$ cat config.mk
export PLATFORM = sky130hd
export DESIGN_NAME = hps_link
export DESIGN_NICKNAME = d
export VERILOG_FILES = /design/src/hw/hps_link_pkg.sv /design/src/hw/uio_word_if.sv /design/src/hw/file_transfer.sv /design/src/hw/hps_link.sv /design/src/hw/input_regs.sv /design/src/hw/ioctl_addr_counter.sv /design/src/hw/ps2_key_decode.sv /design/src/hw/uio_sequencer.sv
export VERILOG_INCLUDE_DIRS = /design/src /design/src/hw
export SDC_FILE = /design/constraint.sdc
export NUM_CORES = 1
export LEC_CHECK = 0
export BUFFER_PORTS_ARGS = -buffer_cell sky130_fd_sc_hd__buf_2
export CAP_MARGIN = 30
export CORE_ASPECT_RATIO = 1.4
export CORE_MARGIN = 8
export CORE_UTILIZATION = 61
export CTS_BUF_LIST = sky130_fd_sc_hd__clkbuf_4
export DETAILED_ROUTE_END_ITERATION = 12
export PLACE_DENSITY_LB_ADDON = 0.25
export SLEW_MARGIN = 10
export SYNTH_ARGS = -nofsm -noshare
export SYNTH_HDL_FRONTEND = slang
export SYNTH_SLANG_ARGS = --single-unit
$ cat constraint.sdc
create_clock -name clk_sys -period 5.3 [get_ports clk_sys]
set_input_delay 0.795 -clock clk_sys [delete_from_list [all_inputs] [get_ports clk_sys]]
set_output_delay 0.795 -clock clk_sys [all_outputs]
set_load 0.1 [all_outputs]
$ cat src/hw/hps_link_defines.svh
//////////////////////////////////////////////////////////////////////
// widths, counts and command codes of the host link
//////////////////////////////////////////////////////////////////////
`ifndef HPS_LINK_DEFINES_SVH
`define HPS_LINK_DEFINES_SVH

`define HPS_WORD_W      16
`define HPS_IDX_W       4
`define HPS_JOY_N       4
`define HPS_ADDR_W      27
`define HPS_DATA_W      8
`define HPS_ADDR_STEP   1

// user-io commands
`define CMD_CFG         8'h01
`define CMD_JOY0        8'h02
`define CMD_JOY1        8'h03
`define CMD_JOY2        8'h10
`define CMD_JOY3        8'h11
`define CMD_KBD         8'h05
`define CMD_STATUS      8'h1E
`define CMD_STATUS_REQ  8'h29

// file-io commands
`define FIO_TX          8'h53
`define FIO_TX_DAT      8'h54
`define FIO_INDEX       8'h55
`define FIO_INFO        8'h56
`define FIO_UPLOAD_KEY  8'hAA

`endif

$ cat src/hw/hps_link_pkg.sv
//////////////////////////////////////////////////////////////////////
// shared types of the host link, imported by the blocks that use them
//////////////////////////////////////////////////////////////////////
`include "hps_link_defines.svh"

package hps_link_pkg;

	// command view of a host word
	typedef struct packed {
		logic [7:0] sub;
		logic [7:0] opcode;
	} cmd_view_t;

	// keyboard view of the same word
	typedef struct packed {
		logic [7:0] marker;
		logic [7:0] scan;
	} ps2_view_t;

	// one host bus word, decoded as a command or as a scan byte
	typedef union packed {
		cmd_view_t cmd;
		ps2_view_t ps2;
	} host_word_u;

	// word position inside a frame, 1 is the first data word
	typedef logic [`HPS_IDX_W-1:0] word_idx_t;

	// key event as seen by the core
	// toggle flips on every event
	typedef struct packed {
		logic       toggle;
		logic       pressed;
		logic       extended;
		logic [7:0] code;
	} key_event_t;

endpackage

$ cat src/hw/uio_word_if.sv
//////////////////////////////////////////////////////////////////////
// sequenced user-io words from the sequencer to the data blocks
//////////////////////////////////////////////////////////////////////
`timescale 1ns/100ps
`include "hps_link_defines.svh"

interface uio_word_if;
	import hps_link_pkg::*;

	logic                   strobe;
	word_idx_t              idx;
	logic [7:0]             cmd;
	host_word_u             din;
	logic                   cmd_valid;
	logic                   frame_end;
	logic [`HPS_WORD_W-1:0] reply;

	modport seq (output strobe, idx, cmd, din, cmd_valid, frame_end, input reply);
	modport regs (input strobe, idx, cmd, din, cmd_valid, output reply);
	modport key (input strobe, cmd, din, cmd_valid, frame_end);

endinterface

$ cat src/hw/file_transfer.sv
//////////////////////////////////////////////////////////////////////
// file-io FSM, download into and upload from core memory
//////////////////////////////////////////////////////////////////////
`timescale 1ns/100ps
`include "hps_link_defines.svh"

module file_transfer (
	input  logic                   clk_sys,
	input  logic                   rst,
	input  logic                   fp_enable,
	input  logic                   io_strobe,
	input  logic [`HPS_WORD_W-1:0] io_din,
	input  logic [`HPS_DATA_W-1:0] ioctl_din,
	output logic                   ioctl_download,
	output logic                   ioctl_upload,
	output logic [15:0]            ioctl_index,
	output logic [31:0]            ioctl_file_ext,
	output logic [`HPS_ADDR_W-1:0] ioctl_addr,
	output logic [`HPS_DATA_W-1:0] ioctl_dout,
	output logic                   ioctl_wr,
	output logic                   ioctl_rd,
	output logic [`HPS_WORD_W-1:0] fp_dout
);
	typedef enum logic [1:0] {
		F_IDLE,
		F_CMD,
		F_DATA
	} fio_state_t;

	fio_state_t state;
	logic [7:0] cmd;
	logic [2:0] cnt;
	logic       wr_pend;
	logic       cmd_word;
	logic       word_stb;
	logic       tx_word;
	logic       dat_word;
	logic       start_ul;
	logic       start_dl;
	logic       stop;
	logic       step_dl;
	logic       step_ul;

	assign cmd_word = fp_enable & io_strobe & (state != F_DATA);
	assign word_stb = fp_enable & io_strobe & (state == F_DATA);
	assign tx_word  = word_stb & (cmd == `FIO_TX);
	assign dat_word = word_stb & (cmd == `FIO_TX_DAT);

	// first transfer word selects upload, download or end
	assign start_ul = tx_word & (cnt == 3'd0) & (io_din[7:0] == `FIO_UPLOAD_KEY);
	assign start_dl = tx_word & (cnt == 3'd0) & (io_din[7:0] != 8'h00) &
		(io_din[7:0] != `FIO_UPLOAD_KEY);
	assign stop     = tx_word & (cnt == 3'd0) & (io_din[7:0] == 8'h00);
	assign step_dl  = dat_word & ioctl_download;
	assign step_ul  = dat_word & ~ioctl_download;

	ioctl_addr_counter u_addr (
		.clk_sys    (clk_sys),
		.rst        (rst),
		.load_lo    (tx_word & (cnt == 3'd1)),
		.load_hi    (tx_word & (cnt == 3'd2)),
		.load_val   (io_din),
		.clear      (start_ul | start_dl),
		.step_dl    (step_dl),
		.step_ul    (step_ul),
		.publish    (stop & ioctl_download),
		.ioctl_addr (ioctl_addr)
	);

	always_ff @(posedge clk_sys) begin
		if (rst) begin
			state          <= F_IDLE;
			cmd            <= 8'h00;
			cnt            <= 3'd0;
			wr_pend        <= 1'b0;
			ioctl_wr       <= 1'b0;
			ioctl_rd       <= 1'b0;
			ioctl_download <= 1'b0;
			ioctl_upload   <= 1'b0;
			ioctl_index    <= '0;
			ioctl_file_ext <= '0;
			ioctl_dout     <= '0;
			fp_dout        <= '0;
		end else begin
			// write pulse trails the data word by two cycles
			wr_pend  <= step_dl;
			ioctl_wr <= wr_pend;
			ioctl_rd <= start_ul | step_ul;

			if (!fp_enable) state <= F_IDLE;
			else if (cmd_word) state <= F_DATA;
			else if (state == F_IDLE) state <= F_CMD;

			if (cmd_word) begin
				cmd <= (io_din[15:8] == 8'h00) ? io_din[7:0] : 8'h00;
				cnt <= 3'd0;
			end else if (word_stb) begin
				case (cmd)
					`FIO_INFO: begin
						// extension arrives high half first
						if (cnt == 3'd0) ioctl_file_ext[31:16] <= io_din;
						if (cnt == 3'd1) ioctl_file_ext[15:0] <= io_din;
						if (!cnt[1]) cnt <= cnt + 1'b1;
					end
					`FIO_INDEX: ioctl_index <= io_din;
					`FIO_TX: if (cnt != 3'd7) cnt <= cnt + 1'b1;
					default: ;
				endcase
			end

			if (start_ul) ioctl_upload <= 1'b1;
			if (start_dl) ioctl_download <= 1'b1;
			if (stop) begin
				ioctl_download <= 1'b0;
				ioctl_upload   <= 1'b0;
			end
			if (step_dl) ioctl_dout <= io_din[`HPS_DATA_W-1:0];
			if (step_ul) fp_dout <= {{(`HPS_WORD_W-`HPS_DATA_W){1'b0}}, ioctl_din};
		end
	end

endmodule

$ cat src/hw/hps_link.sv
//////////////////////////////////////////////////////////////////////
// host link top, user-io and file-io blocks behind plain ports
//////////////////////////////////////////////////////////////////////
`timescale 1ns/100ps
`include "hps_link_defines.svh"

module hps_link (
	input  logic                   clk_sys,
	input  logic                   rst,
	input  logic                   io_enable,
	input  logic                   fp_enable,
	input  logic                   io_strobe,
	input  logic [`HPS_WORD_W-1:0] io_din,
	input  logic [63:0]            status_in,
	input  logic                   status_set,
	input  logic [`HPS_DATA_W-1:0] ioctl_din,
	input  logic                   ioctl_wait,
	output logic [`HPS_WORD_W-1:0] io_dout,
	output logic                   hps_wait,
	output logic [1:0]             buttons,
	output logic                   forced_scandoubler,
	output logic                   direct_video,
	output logic [31:0]            joystick_0,
	output logic [31:0]            joystick_1,
	output logic [31:0]            joystick_2,
	output logic [31:0]            joystick_3,
	output logic [63:0]            status,
	output logic [10:0]            ps2_key,
	output logic                   ioctl_download,
	output logic                   ioctl_upload,
	output logic [15:0]            ioctl_index,
	output logic [31:0]            ioctl_file_ext,
	output logic [`HPS_ADDR_W-1:0] ioctl_addr,
	output logic [`HPS_DATA_W-1:0] ioctl_dout,
	output logic                   ioctl_wr,
	output logic                   ioctl_rd
);
	import hps_link_pkg::*;

	logic [`HPS_WORD_W-1:0] uio_dout;
	logic [`HPS_WORD_W-1:0] fp_dout;
	logic [`HPS_WORD_W-1:0] cfg_word;
	key_event_t             key_evt;

	uio_word_if uio ();

	uio_sequencer u_seq (
		.clk_sys(clk_sys), .rst(rst), .io_enable(io_enable), .io_strobe(io_strobe),
		.io_din(io_din), .uio(uio.seq), .uio_dout(uio_dout)
	);

	input_regs u_regs (
		.clk_sys(clk_sys), .rst(rst), .status_in(status_in), .status_set(status_set),
		.uio(uio.regs), .cfg_word(cfg_word), .joystick_0(joystick_0),
		.joystick_1(joystick_1), .joystick_2(joystick_2), .joystick_3(joystick_3),
		.status(status)
	);

	ps2_key_decode u_kbd (.clk_sys(clk_sys), .rst(rst), .uio(uio.key), .ps2_key(key_evt));

	file_transfer u_fio (
		.clk_sys(clk_sys), .rst(rst), .fp_enable(fp_enable), .io_strobe(io_strobe),
		.io_din(io_din), .ioctl_din(ioctl_din), .ioctl_download(ioctl_download),
		.ioctl_upload(ioctl_upload), .ioctl_index(ioctl_index),
		.ioctl_file_ext(ioctl_file_ext), .ioctl_addr(ioctl_addr), .ioctl_dout(ioctl_dout),
		.ioctl_wr(ioctl_wr), .ioctl_rd(ioctl_rd), .fp_dout(fp_dout)
	);

	// config word fields used by the core
	assign buttons            = cfg_word[1:0];
	assign forced_scandoubler = cfg_word[4];
	assign direct_video       = cfg_word[10];

	assign ps2_key  = key_evt;
	assign io_dout  = fp_enable ? fp_dout : uio_dout;
	// memory stalls go straight back to the host
	assign hps_wait = ioctl_wait;

endmodule

$ cat src/hw/input_regs.sv
//////////////////////////////////////////////////////////////////////
// config, joystick and status registers with status request readback
//////////////////////////////////////////////////////////////////////
`timescale 1ns/100ps
`include "hps_link_defines.svh"

module input_regs (
	input  logic                   clk_sys,
	input  logic                   rst,
	input  logic [63:0]            status_in,
	input  logic                   status_set,
	uio_word_if.regs               uio,
	output logic [`HPS_WORD_W-1:0] cfg_word,
	output logic [31:0]            joystick_0,
	output logic [31:0]            joystick_1,
	output logic [31:0]            joystick_2,
	output logic [31:0]            joystick_3,
	output logic [63:0]            status
);
	localparam logic [7:0] JOY_CMD [`HPS_JOY_N] = '{
		`CMD_JOY0, `CMD_JOY1, `CMD_JOY2, `CMD_JOY3
	};

	logic [31:0] joy [`HPS_JOY_N];
	logic [63:0] status_req;
	logic [3:0]  req_cnt;
	logic        status_set_d;

	assign joystick_0 = joy[0];
	assign joystick_1 = joy[1];
	assign joystick_2 = joy[2];
	assign joystick_3 = joy[3];

	//////////////////////////////////////////////////////////////////////
	// host writes
	//////////////////////////////////////////////////////////////////////
	always_ff @(posedge clk_sys) begin
		if (rst) begin
			cfg_word <= '0;
			status   <= '0;
			for (int j = 0; j < `HPS_JOY_N; j++) begin
				joy[j] <= '0;
			end
		end else if (uio.strobe) begin
			if (uio.cmd == `CMD_CFG) begin
				cfg_word <= uio.din;
			end
			// low half first, then high half
			for (int j = 0; j < `HPS_JOY_N; j++) begin
				if (uio.cmd == JOY_CMD[j]) begin
					if (uio.idx == 1) joy[j][15:0] <= uio.din;
					else if (uio.idx == 2) joy[j][31:16] <= uio.din;
				end
			end
			if (uio.cmd == `CMD_STATUS) begin
				case (uio.idx)
					1: status[15:0]  <= uio.din;
					2: status[31:16] <= uio.din;
					3: status[47:32] <= uio.din;
					4: status[63:48] <= uio.din;
					default: ;
				endcase
			end
		end
	end

	//////////////////////////////////////////////////////////////////////
	// status request from the core
	//////////////////////////////////////////////////////////////////////
	always_ff @(posedge clk_sys) begin
		if (rst) begin
			status_set_d <= 1'b0;
			req_cnt      <= 4'h0;
			status_req   <= '0;
		end else begin
			status_set_d <= status_set;
			if (status_set && !status_set_d) begin
				req_cnt    <= req_cnt + 1'b1;
				status_req <= status_in;
			end
		end
	end

	// readback of the captured request
	always_comb begin
		uio.reply = '0;
		if (uio.cmd == `CMD_STATUS_REQ) begin
			if (uio.cmd_valid) begin
				uio.reply = {4'hA, 8'h00, req_cnt};
			end else begin
				case (uio.idx)
					1: uio.reply = status_req[15:0];
					2: uio.reply = status_req[31:16];
					3: uio.reply = status_req[47:32];
					4: uio.reply = status_req[63:48];
					default: uio.reply = '0;
				endcase
			end
		end
	end

endmodule

$ cat src/hw/ioctl_addr_counter.sv
//////////////////////////////////////////////////////////////////////
// download and upload address for the file transfer FSM
//////////////////////////////////////////////////////////////////////
`timescale 1ns/100ps
`include "hps_link_defines.svh"

module ioctl_addr_counter (
	input  logic                   clk_sys,
	input  logic                   rst,
	input  logic                   load_lo,
	input  logic                   load_hi,
	input  logic [15:0]            load_val,
	input  logic                   clear,
	input  logic                   step_dl,
	input  logic                   step_ul,
	input  logic                   publish,
	output logic [`HPS_ADDR_W-1:0] ioctl_addr
);
	localparam int HI_W = `HPS_ADDR_W - 16;
	localparam logic [`HPS_ADDR_W-1:0] STEP = `HPS_ADDR_STEP;

	// next write address, runs ahead of the visible one
	logic [`HPS_ADDR_W-1:0] dl_addr;

	always_ff @(posedge clk_sys) begin
		if (rst) begin
			dl_addr    <= '0;
			ioctl_addr <= '0;
		end else if (clear) begin
			dl_addr    <= '0;
			ioctl_addr <= '0;
		end else if (load_lo) begin
			dl_addr[15:0]    <= load_val;
			ioctl_addr[15:0] <= load_val;
		end else if (load_hi) begin
			dl_addr[`HPS_ADDR_W-1:16]    <= load_val[HI_W-1:0];
			ioctl_addr[`HPS_ADDR_W-1:16] <= load_val[HI_W-1:0];
		end else if (step_dl) begin
			// address of the word being written
			ioctl_addr <= dl_addr;
			dl_addr    <= dl_addr + STEP;
		end else if (step_ul) begin
			ioctl_addr <= ioctl_addr + STEP;
		end else if (publish) begin
			// leave the end address visible after a download
			ioctl_addr <= dl_addr;
		end
	end

endmodule

$ cat src/hw/ps2_key_decode.sv
//////////////////////////////////////////////////////////////////////
// turns keyboard scan-code frames into key events at frame end
//////////////////////////////////////////////////////////////////////
`timescale 1ns/100ps
`include "hps_link_defines.svh"

module ps2_key_decode (
	input  logic                     clk_sys,
	input  logic                     rst,
	uio_word_if.key                  uio,
	output hps_link_pkg::key_event_t ps2_key
);
	import hps_link_pkg::*;

	// multi-byte sequences that need a fixed result
	localparam logic [31:0] PRTSCR_DOWN = 32'hE012E07C;
	localparam logic [31:0] PRTSCR_UP   = 32'h7CE0F012;
	localparam logic [31:0] PAUSE_DOWN  = 32'hF014F077;

	logic [31:0] raw;
	logic        skip;
	logic        kbd_frame;
	key_event_t  next_key;

	assign kbd_frame = (uio.cmd == `CMD_KBD);

	always_comb begin
		next_key.toggle   = ~ps2_key.toggle;
		next_key.pressed  = (raw[15:8] != 8'hF0);
		// release puts F0 between E0 and the code
		next_key.extended = next_key.pressed ? (raw[15:8] == 8'hE0) : (raw[23:16] == 8'hE0);
		next_key.code     = raw[7:0];
		case (raw)
			PRTSCR_DOWN: {next_key.pressed, next_key.extended, next_key.code} = {2'b11, 8'h7C};
			PRTSCR_UP:   {next_key.pressed, next_key.extended, next_key.code} = {2'b01, 8'h7C};
			PAUSE_DOWN:  {next_key.pressed, next_key.extended, next_key.code} = {2'b11, 8'h77};
			default: ;
		endcase
	end

	always_ff @(posedge clk_sys) begin
		if (rst) begin
			raw     <= '0;
			skip    <= 1'b0;
			ps2_key <= '0;
		end else if (uio.frame_end) begin
			skip <= 1'b0;
			if (kbd_frame && !skip) ps2_key <= next_key;
		end else if (uio.cmd_valid && kbd_frame) begin
			raw  <= '0;
			skip <= 1'b0;
		end else if (uio.strobe && kbd_frame) begin
			if (uio.din.ps2.marker == 8'hFF) skip <= 1'b1;
			else if (!skip) raw <= {raw[23:0], uio.din.ps2.scan};
		end
	end

endmodule

$ cat src/hw/uio_sequencer.sv
//////////////////////////////////////////////////////////////////////
// frames user-io commands and registers the reply word for the host
//////////////////////////////////////////////////////////////////////
`timescale 1ns/100ps
`include "hps_link_defines.svh"

module uio_sequencer (
	input  logic                   clk_sys,
	input  logic                   rst,
	input  logic                   io_enable,
	input  logic                   io_strobe,
	input  logic [`HPS_WORD_W-1:0] io_din,
	uio_word_if.seq                uio,
	output logic [`HPS_WORD_W-1:0] uio_dout
);
	import hps_link_pkg::*;

	typedef enum logic [1:0] {
		S_IDLE,
		S_CMD_WAIT,
		S_DATA
	} seq_state_t;

	seq_state_t state;
	host_word_u word;
	logic [7:0] cmd_q;
	logic [7:0] cmd_code;
	word_idx_t  idx_q;
	logic       frame_end_q;
	logic       first_word;
	logic       data_word;

	assign word       = io_din;
	assign first_word = io_enable & io_strobe & (state != S_DATA);
	assign data_word  = io_enable & io_strobe & (state == S_DATA);

	// a nonzero sub byte selects nothing we implement
	assign cmd_code = (word.cmd.sub == 8'h00) ? word.cmd.opcode : 8'h00;

	assign uio.din       = word;
	assign uio.cmd_valid = first_word;
	assign uio.strobe    = data_word;
	assign uio.cmd       = first_word ? cmd_code : cmd_q;
	assign uio.idx       = idx_q;
	assign uio.frame_end = frame_end_q;

	always_ff @(posedge clk_sys) begin
		if (rst) begin
			state       <= S_IDLE;
			cmd_q       <= 8'h00;
			idx_q       <= '0;
			frame_end_q <= 1'b0;
		end else begin
			frame_end_q <= 1'b0;
			case (state)
				S_IDLE: begin
					if (io_enable) begin
						state <= first_word ? S_DATA : S_CMD_WAIT;
						// empty frame must not replay the last command
						cmd_q <= 8'h00;
					end
				end
				S_CMD_WAIT, S_DATA: begin
					if (!io_enable) begin
						state       <= S_IDLE;
						frame_end_q <= 1'b1;
					end else if (first_word) begin
						state <= S_DATA;
					end
				end
				default: state <= S_IDLE;
			endcase
			if (first_word) begin
				cmd_q <= cmd_code;
				idx_q <= word_idx_t'(1);
			end else if (data_word && !(&idx_q)) begin
				idx_q <= idx_q + 1'b1;
			end
		end
	end

	// reply held between strobes, zero outside frames
	always_ff @(posedge clk_sys) begin
		if (rst) begin
			uio_dout <= '0;
		end else if (!io_enable) begin
			uio_dout <= '0;
		end else if (io_strobe) begin
			uio_dout <= uio.reply;
		end
	end

endmodule

==> results.md <==
* Period minus WS final at 3860 ps
* Nets at 2688
* Vias per inst at 6.009
* Worst Path Arrival at 4370 ps
* Vias at 18.67k
* Warnings, synthesis at 0
* Slew @ Worst Pin at 1011 ps
* Drt wl/cell at 21.26 microns
* Clock Skews at 58.42 ps
* Largest area contributor in the netlist: dfxtp_1
* Final Max Tran Viols at 0
* Total of max-cap violations at 0
* Final period utilization at 0.7283
* Drt drc at 0
* Final core occ at 0.7273
* Relative slew slack at 0.3260
* Vias in the first global route at 18.13k
* Synth Net Count at 2309
* RSZ-0062 raised after global routing: no
* Num Clock Sinks at 476
* Outcome: complete, no violations
* Total GRT Usage at 0.3280
* Clk root buf: clkbuf_4
* Mapped Cells at 2199
* Core area at 32300 sq um
* Hold-fix buffer count after cts at 0
* CP endpoint kind: register
* Iteration-0 DRC Markers at between 2k and 2.5k
* Initial antenna violation count at 3
* Most used DFF post-synth: dfxtp_1
* Syn-to-layout area delta at 17.78%
* Final setup TNS at 0 ps
* Tightest Hold Check Type: input port to register
* Post-synth EDFFs at 128
* Fmax at 0.2591 GHz
* CTS H-tree depth at 3
* Total wire length at 66050 microns
* Post-CTS Setup Bufs at 0
* Antenna Nets Post-Route at 0
* Post-DP HPWL at 45740 microns
* DR pass1 iterations at 6
* FP Rows at 78
* Pleak at around 0.0096 uW
* Power Density at roughly 300 nW/um^2
* Post-CTS sizing at 0
* Peak supply drop at 0.1875 mV
* Hold WS at 204.8 ps
* Synth cell types at 71
* Synth async-reset ratio at 0
* Top cell type's share of synthesized area at 0.3492
* Syn Area/Cell at 9.071 sq um
* Clk pin slew, worst setup/hold paths at about 70 ps
* Dpl cells at 2908
* CTS buffer count at 107
* Remaining Overflow, GRT at 0
* CP Launch Type: register
* Deepest clock path buffer count at 3
* CTS tree: done
* Share of layout cells above drive strength 1 at 0.2400
* Initial Util at 0.6175
* Type of the worst setup path: register to register
* Gp weighted congestion at 0.9167
* Clk Latency, worst-skew pair at about 840 ps
* Sequential share of the synthesized area at 0.5419
* Die Footprint at roughly 39000 sq um
* Fin cells at 3107
* Yosys reg bits at 476
* Die Span Y at 230.0 microns
* Max Fanout on Critical Path at 19
* Die Wd at 168.8 microns
* Final Hold Viols at 0
* Ports at 406
* Final setup viols at 0
* Leading post-synthesis cells by cell area: dfxtp_1 (35%), edfxtp_1 (19%), nand2_1 (7.6%)
* Mapped Area at 19950 sq um
* Global-route wire length before repair at 100400 microns
* Largest net degree at the start of global routing at 89
* Crit path required time at 5810 ps
* I/O Buffers at 403
[Yosys cell counts (all sizes together), types with 3 or more instances]
| cell type | number |
|---|---|
| a211oi | 13 |
| a21boi | 3 |
| a21oi | 211 |
| a221oi | 8 |
| a22o | 42 |
| a22oi | 40 |
| a311oi | 3 |
| a31oi | 22 |
| and2 | 14 |
| and3 | 18 |
| and3b | 3 |
| and4 | 17 |
| and4b | 4 |
| buf | 37 |
| clkbuf | 136 |
| dfxtp | 348 |
| edfxtp | 128 |
| ha | 15 |
| inv | 14 |
| mux2 | 9 |
| mux2i | 59 |
| nand2 | 407 |
| nand2b | 9 |
| nand3 | 39 |
| nand3b | 5 |
| nand4 | 30 |
| nand4b | 5 |
| nor2 | 293 |
| nor2b | 29 |
| nor3 | 31 |
| nor3b | 7 |
| nor4 | 20 |
| nor4b | 5 |
| nor4bb | 3 |
| o211ai | 9 |
| o21a | 4 |
| o21ai | 74 |
| o221a | 4 |
| o31ai | 4 |
| or2 | 3 |
| or3 | 6 |
| or4 | 10 |
| xnor2 | 17 |
| xor2 | 24 |
[where the power goes]
part	total, uW	switching (uW)	internal, uW
Clock	2770	1440	1330
Sequential	3820	29.4	3790
Combinational	576	479	97.4
Total	7160	1950	5220
[worst max-delay path: stages (launching register included)]
cell and delay, ps:
dfxtp_1 360, inv_1 80, ha_1 230, nand3b_1 580, nor4_4 530, a32oi_1 100
nor3_1 300, nand3_1 680, o21ai_1 380, buf_4 280
[per-stage QoR]
stage               total power, uW  instance area (sq um)  setup slack (ps)
CTS                            7190                  23480              1501
detailed placement             4469                  22150              1177
finish                         7162                  23500              1440
floorplan                      4312                  19950              1439
global route                   7413                  23490              1104
global placement               4460                  22080              1308
[kinds of logic after synthesis]
kind of cell | count (synthesis) | share of synthesized area
buffers and inverters | 187 | 0.03814
adder cells (fa/ha/maj) | 15 | 0.009409
XOR/XNOR | 41 | 0.01800
AND/OR/NAND/NOR | 963 | 0.2209
multiplexers | 68 | 0.03469
flip-flops | 476 | 0.5419
AO/OA/AOI/OAI | 449 | 0.1370
[flip-flops by register name, indices dropped and copies added, names as in the netlist, 2 cells and up]
name	flops
u_fio.cmd	8
u_fio.cnt	3
u_fio.fp_dout	8
u_fio.ioctl_dout	8
u_fio.ioctl_file_ext	32
u_fio.ioctl_index	16
u_fio.state	2
u_fio.u_addr.dl_addr	27
u_fio.u_addr.ioctl_addr	27
u_kbd.ps2_key	11
u_kbd.raw	32
u_regs.cfg_word	4
u_regs.joy	128
u_regs.req_cnt	4
u_regs.status	64
u_regs.status_req	64
u_seq.cmd_q	8
u_seq.state	2
u_seq.uio.idx	4
u_seq.uio_dout	16
[cells in the final DEF, fill, tap and decap left out, types with 28 or more instances in the layout]
master    count
nand2_1     406
buf_2       403
dfxtp_1     348
nor2_1      293
a21oi_1     210
clkbuf_4    152
edfxtp_1    128
o21ai_0      64
mux2i_1      59
a22o_1       42
a22oi_1      40
nand3_1      39
buf_4        35
nand4_1      30
clkinv_1     30
nor3_1       29
nor2b_1      28
[cell type report]
type                            instances  area (sq um)
Fill cell                            2488          8808
Antenna cell                            5         12.51
Multi-Input combinational cell       1536          8394
Clock buffer                          152          1141
Clock inverter                         41         182.7
Inverter                               14         52.55
Sequential cell                       476         10810
Timing Repair Buffer                  443          2351
Tap cell                              440         550.5
[path summary, 6_finish.rpt]
check	cells after the start	end	slack, ps	startpoint
hold reg to reg	2	u_fio.ioctl_dout[1]	450	u_fio.ioctl_dout[1]
setup reg to reg	9	u_regs.joy[0][4]	1440	u_seq.state[0]
setup / recovery	9	u_regs.joy[0][4]	1440	u_seq.state[0]
hold / removal	3	u_regs.status_req[19]	200	status_in[19]
[per-layer routing]
metal,wire (microns),track usage,part of all wire,vias to the layer above
met1,22930,0.3513,0.35,8776
met4,4689,0.2422,0.071,0
li1,-,-,-,8495
met2,31690,0.5496,0.48,1133
met3,6743,0.08693,0.10,266
met5,0,0,0,-
Note: power is estimated with default switching activity, not from simulation.
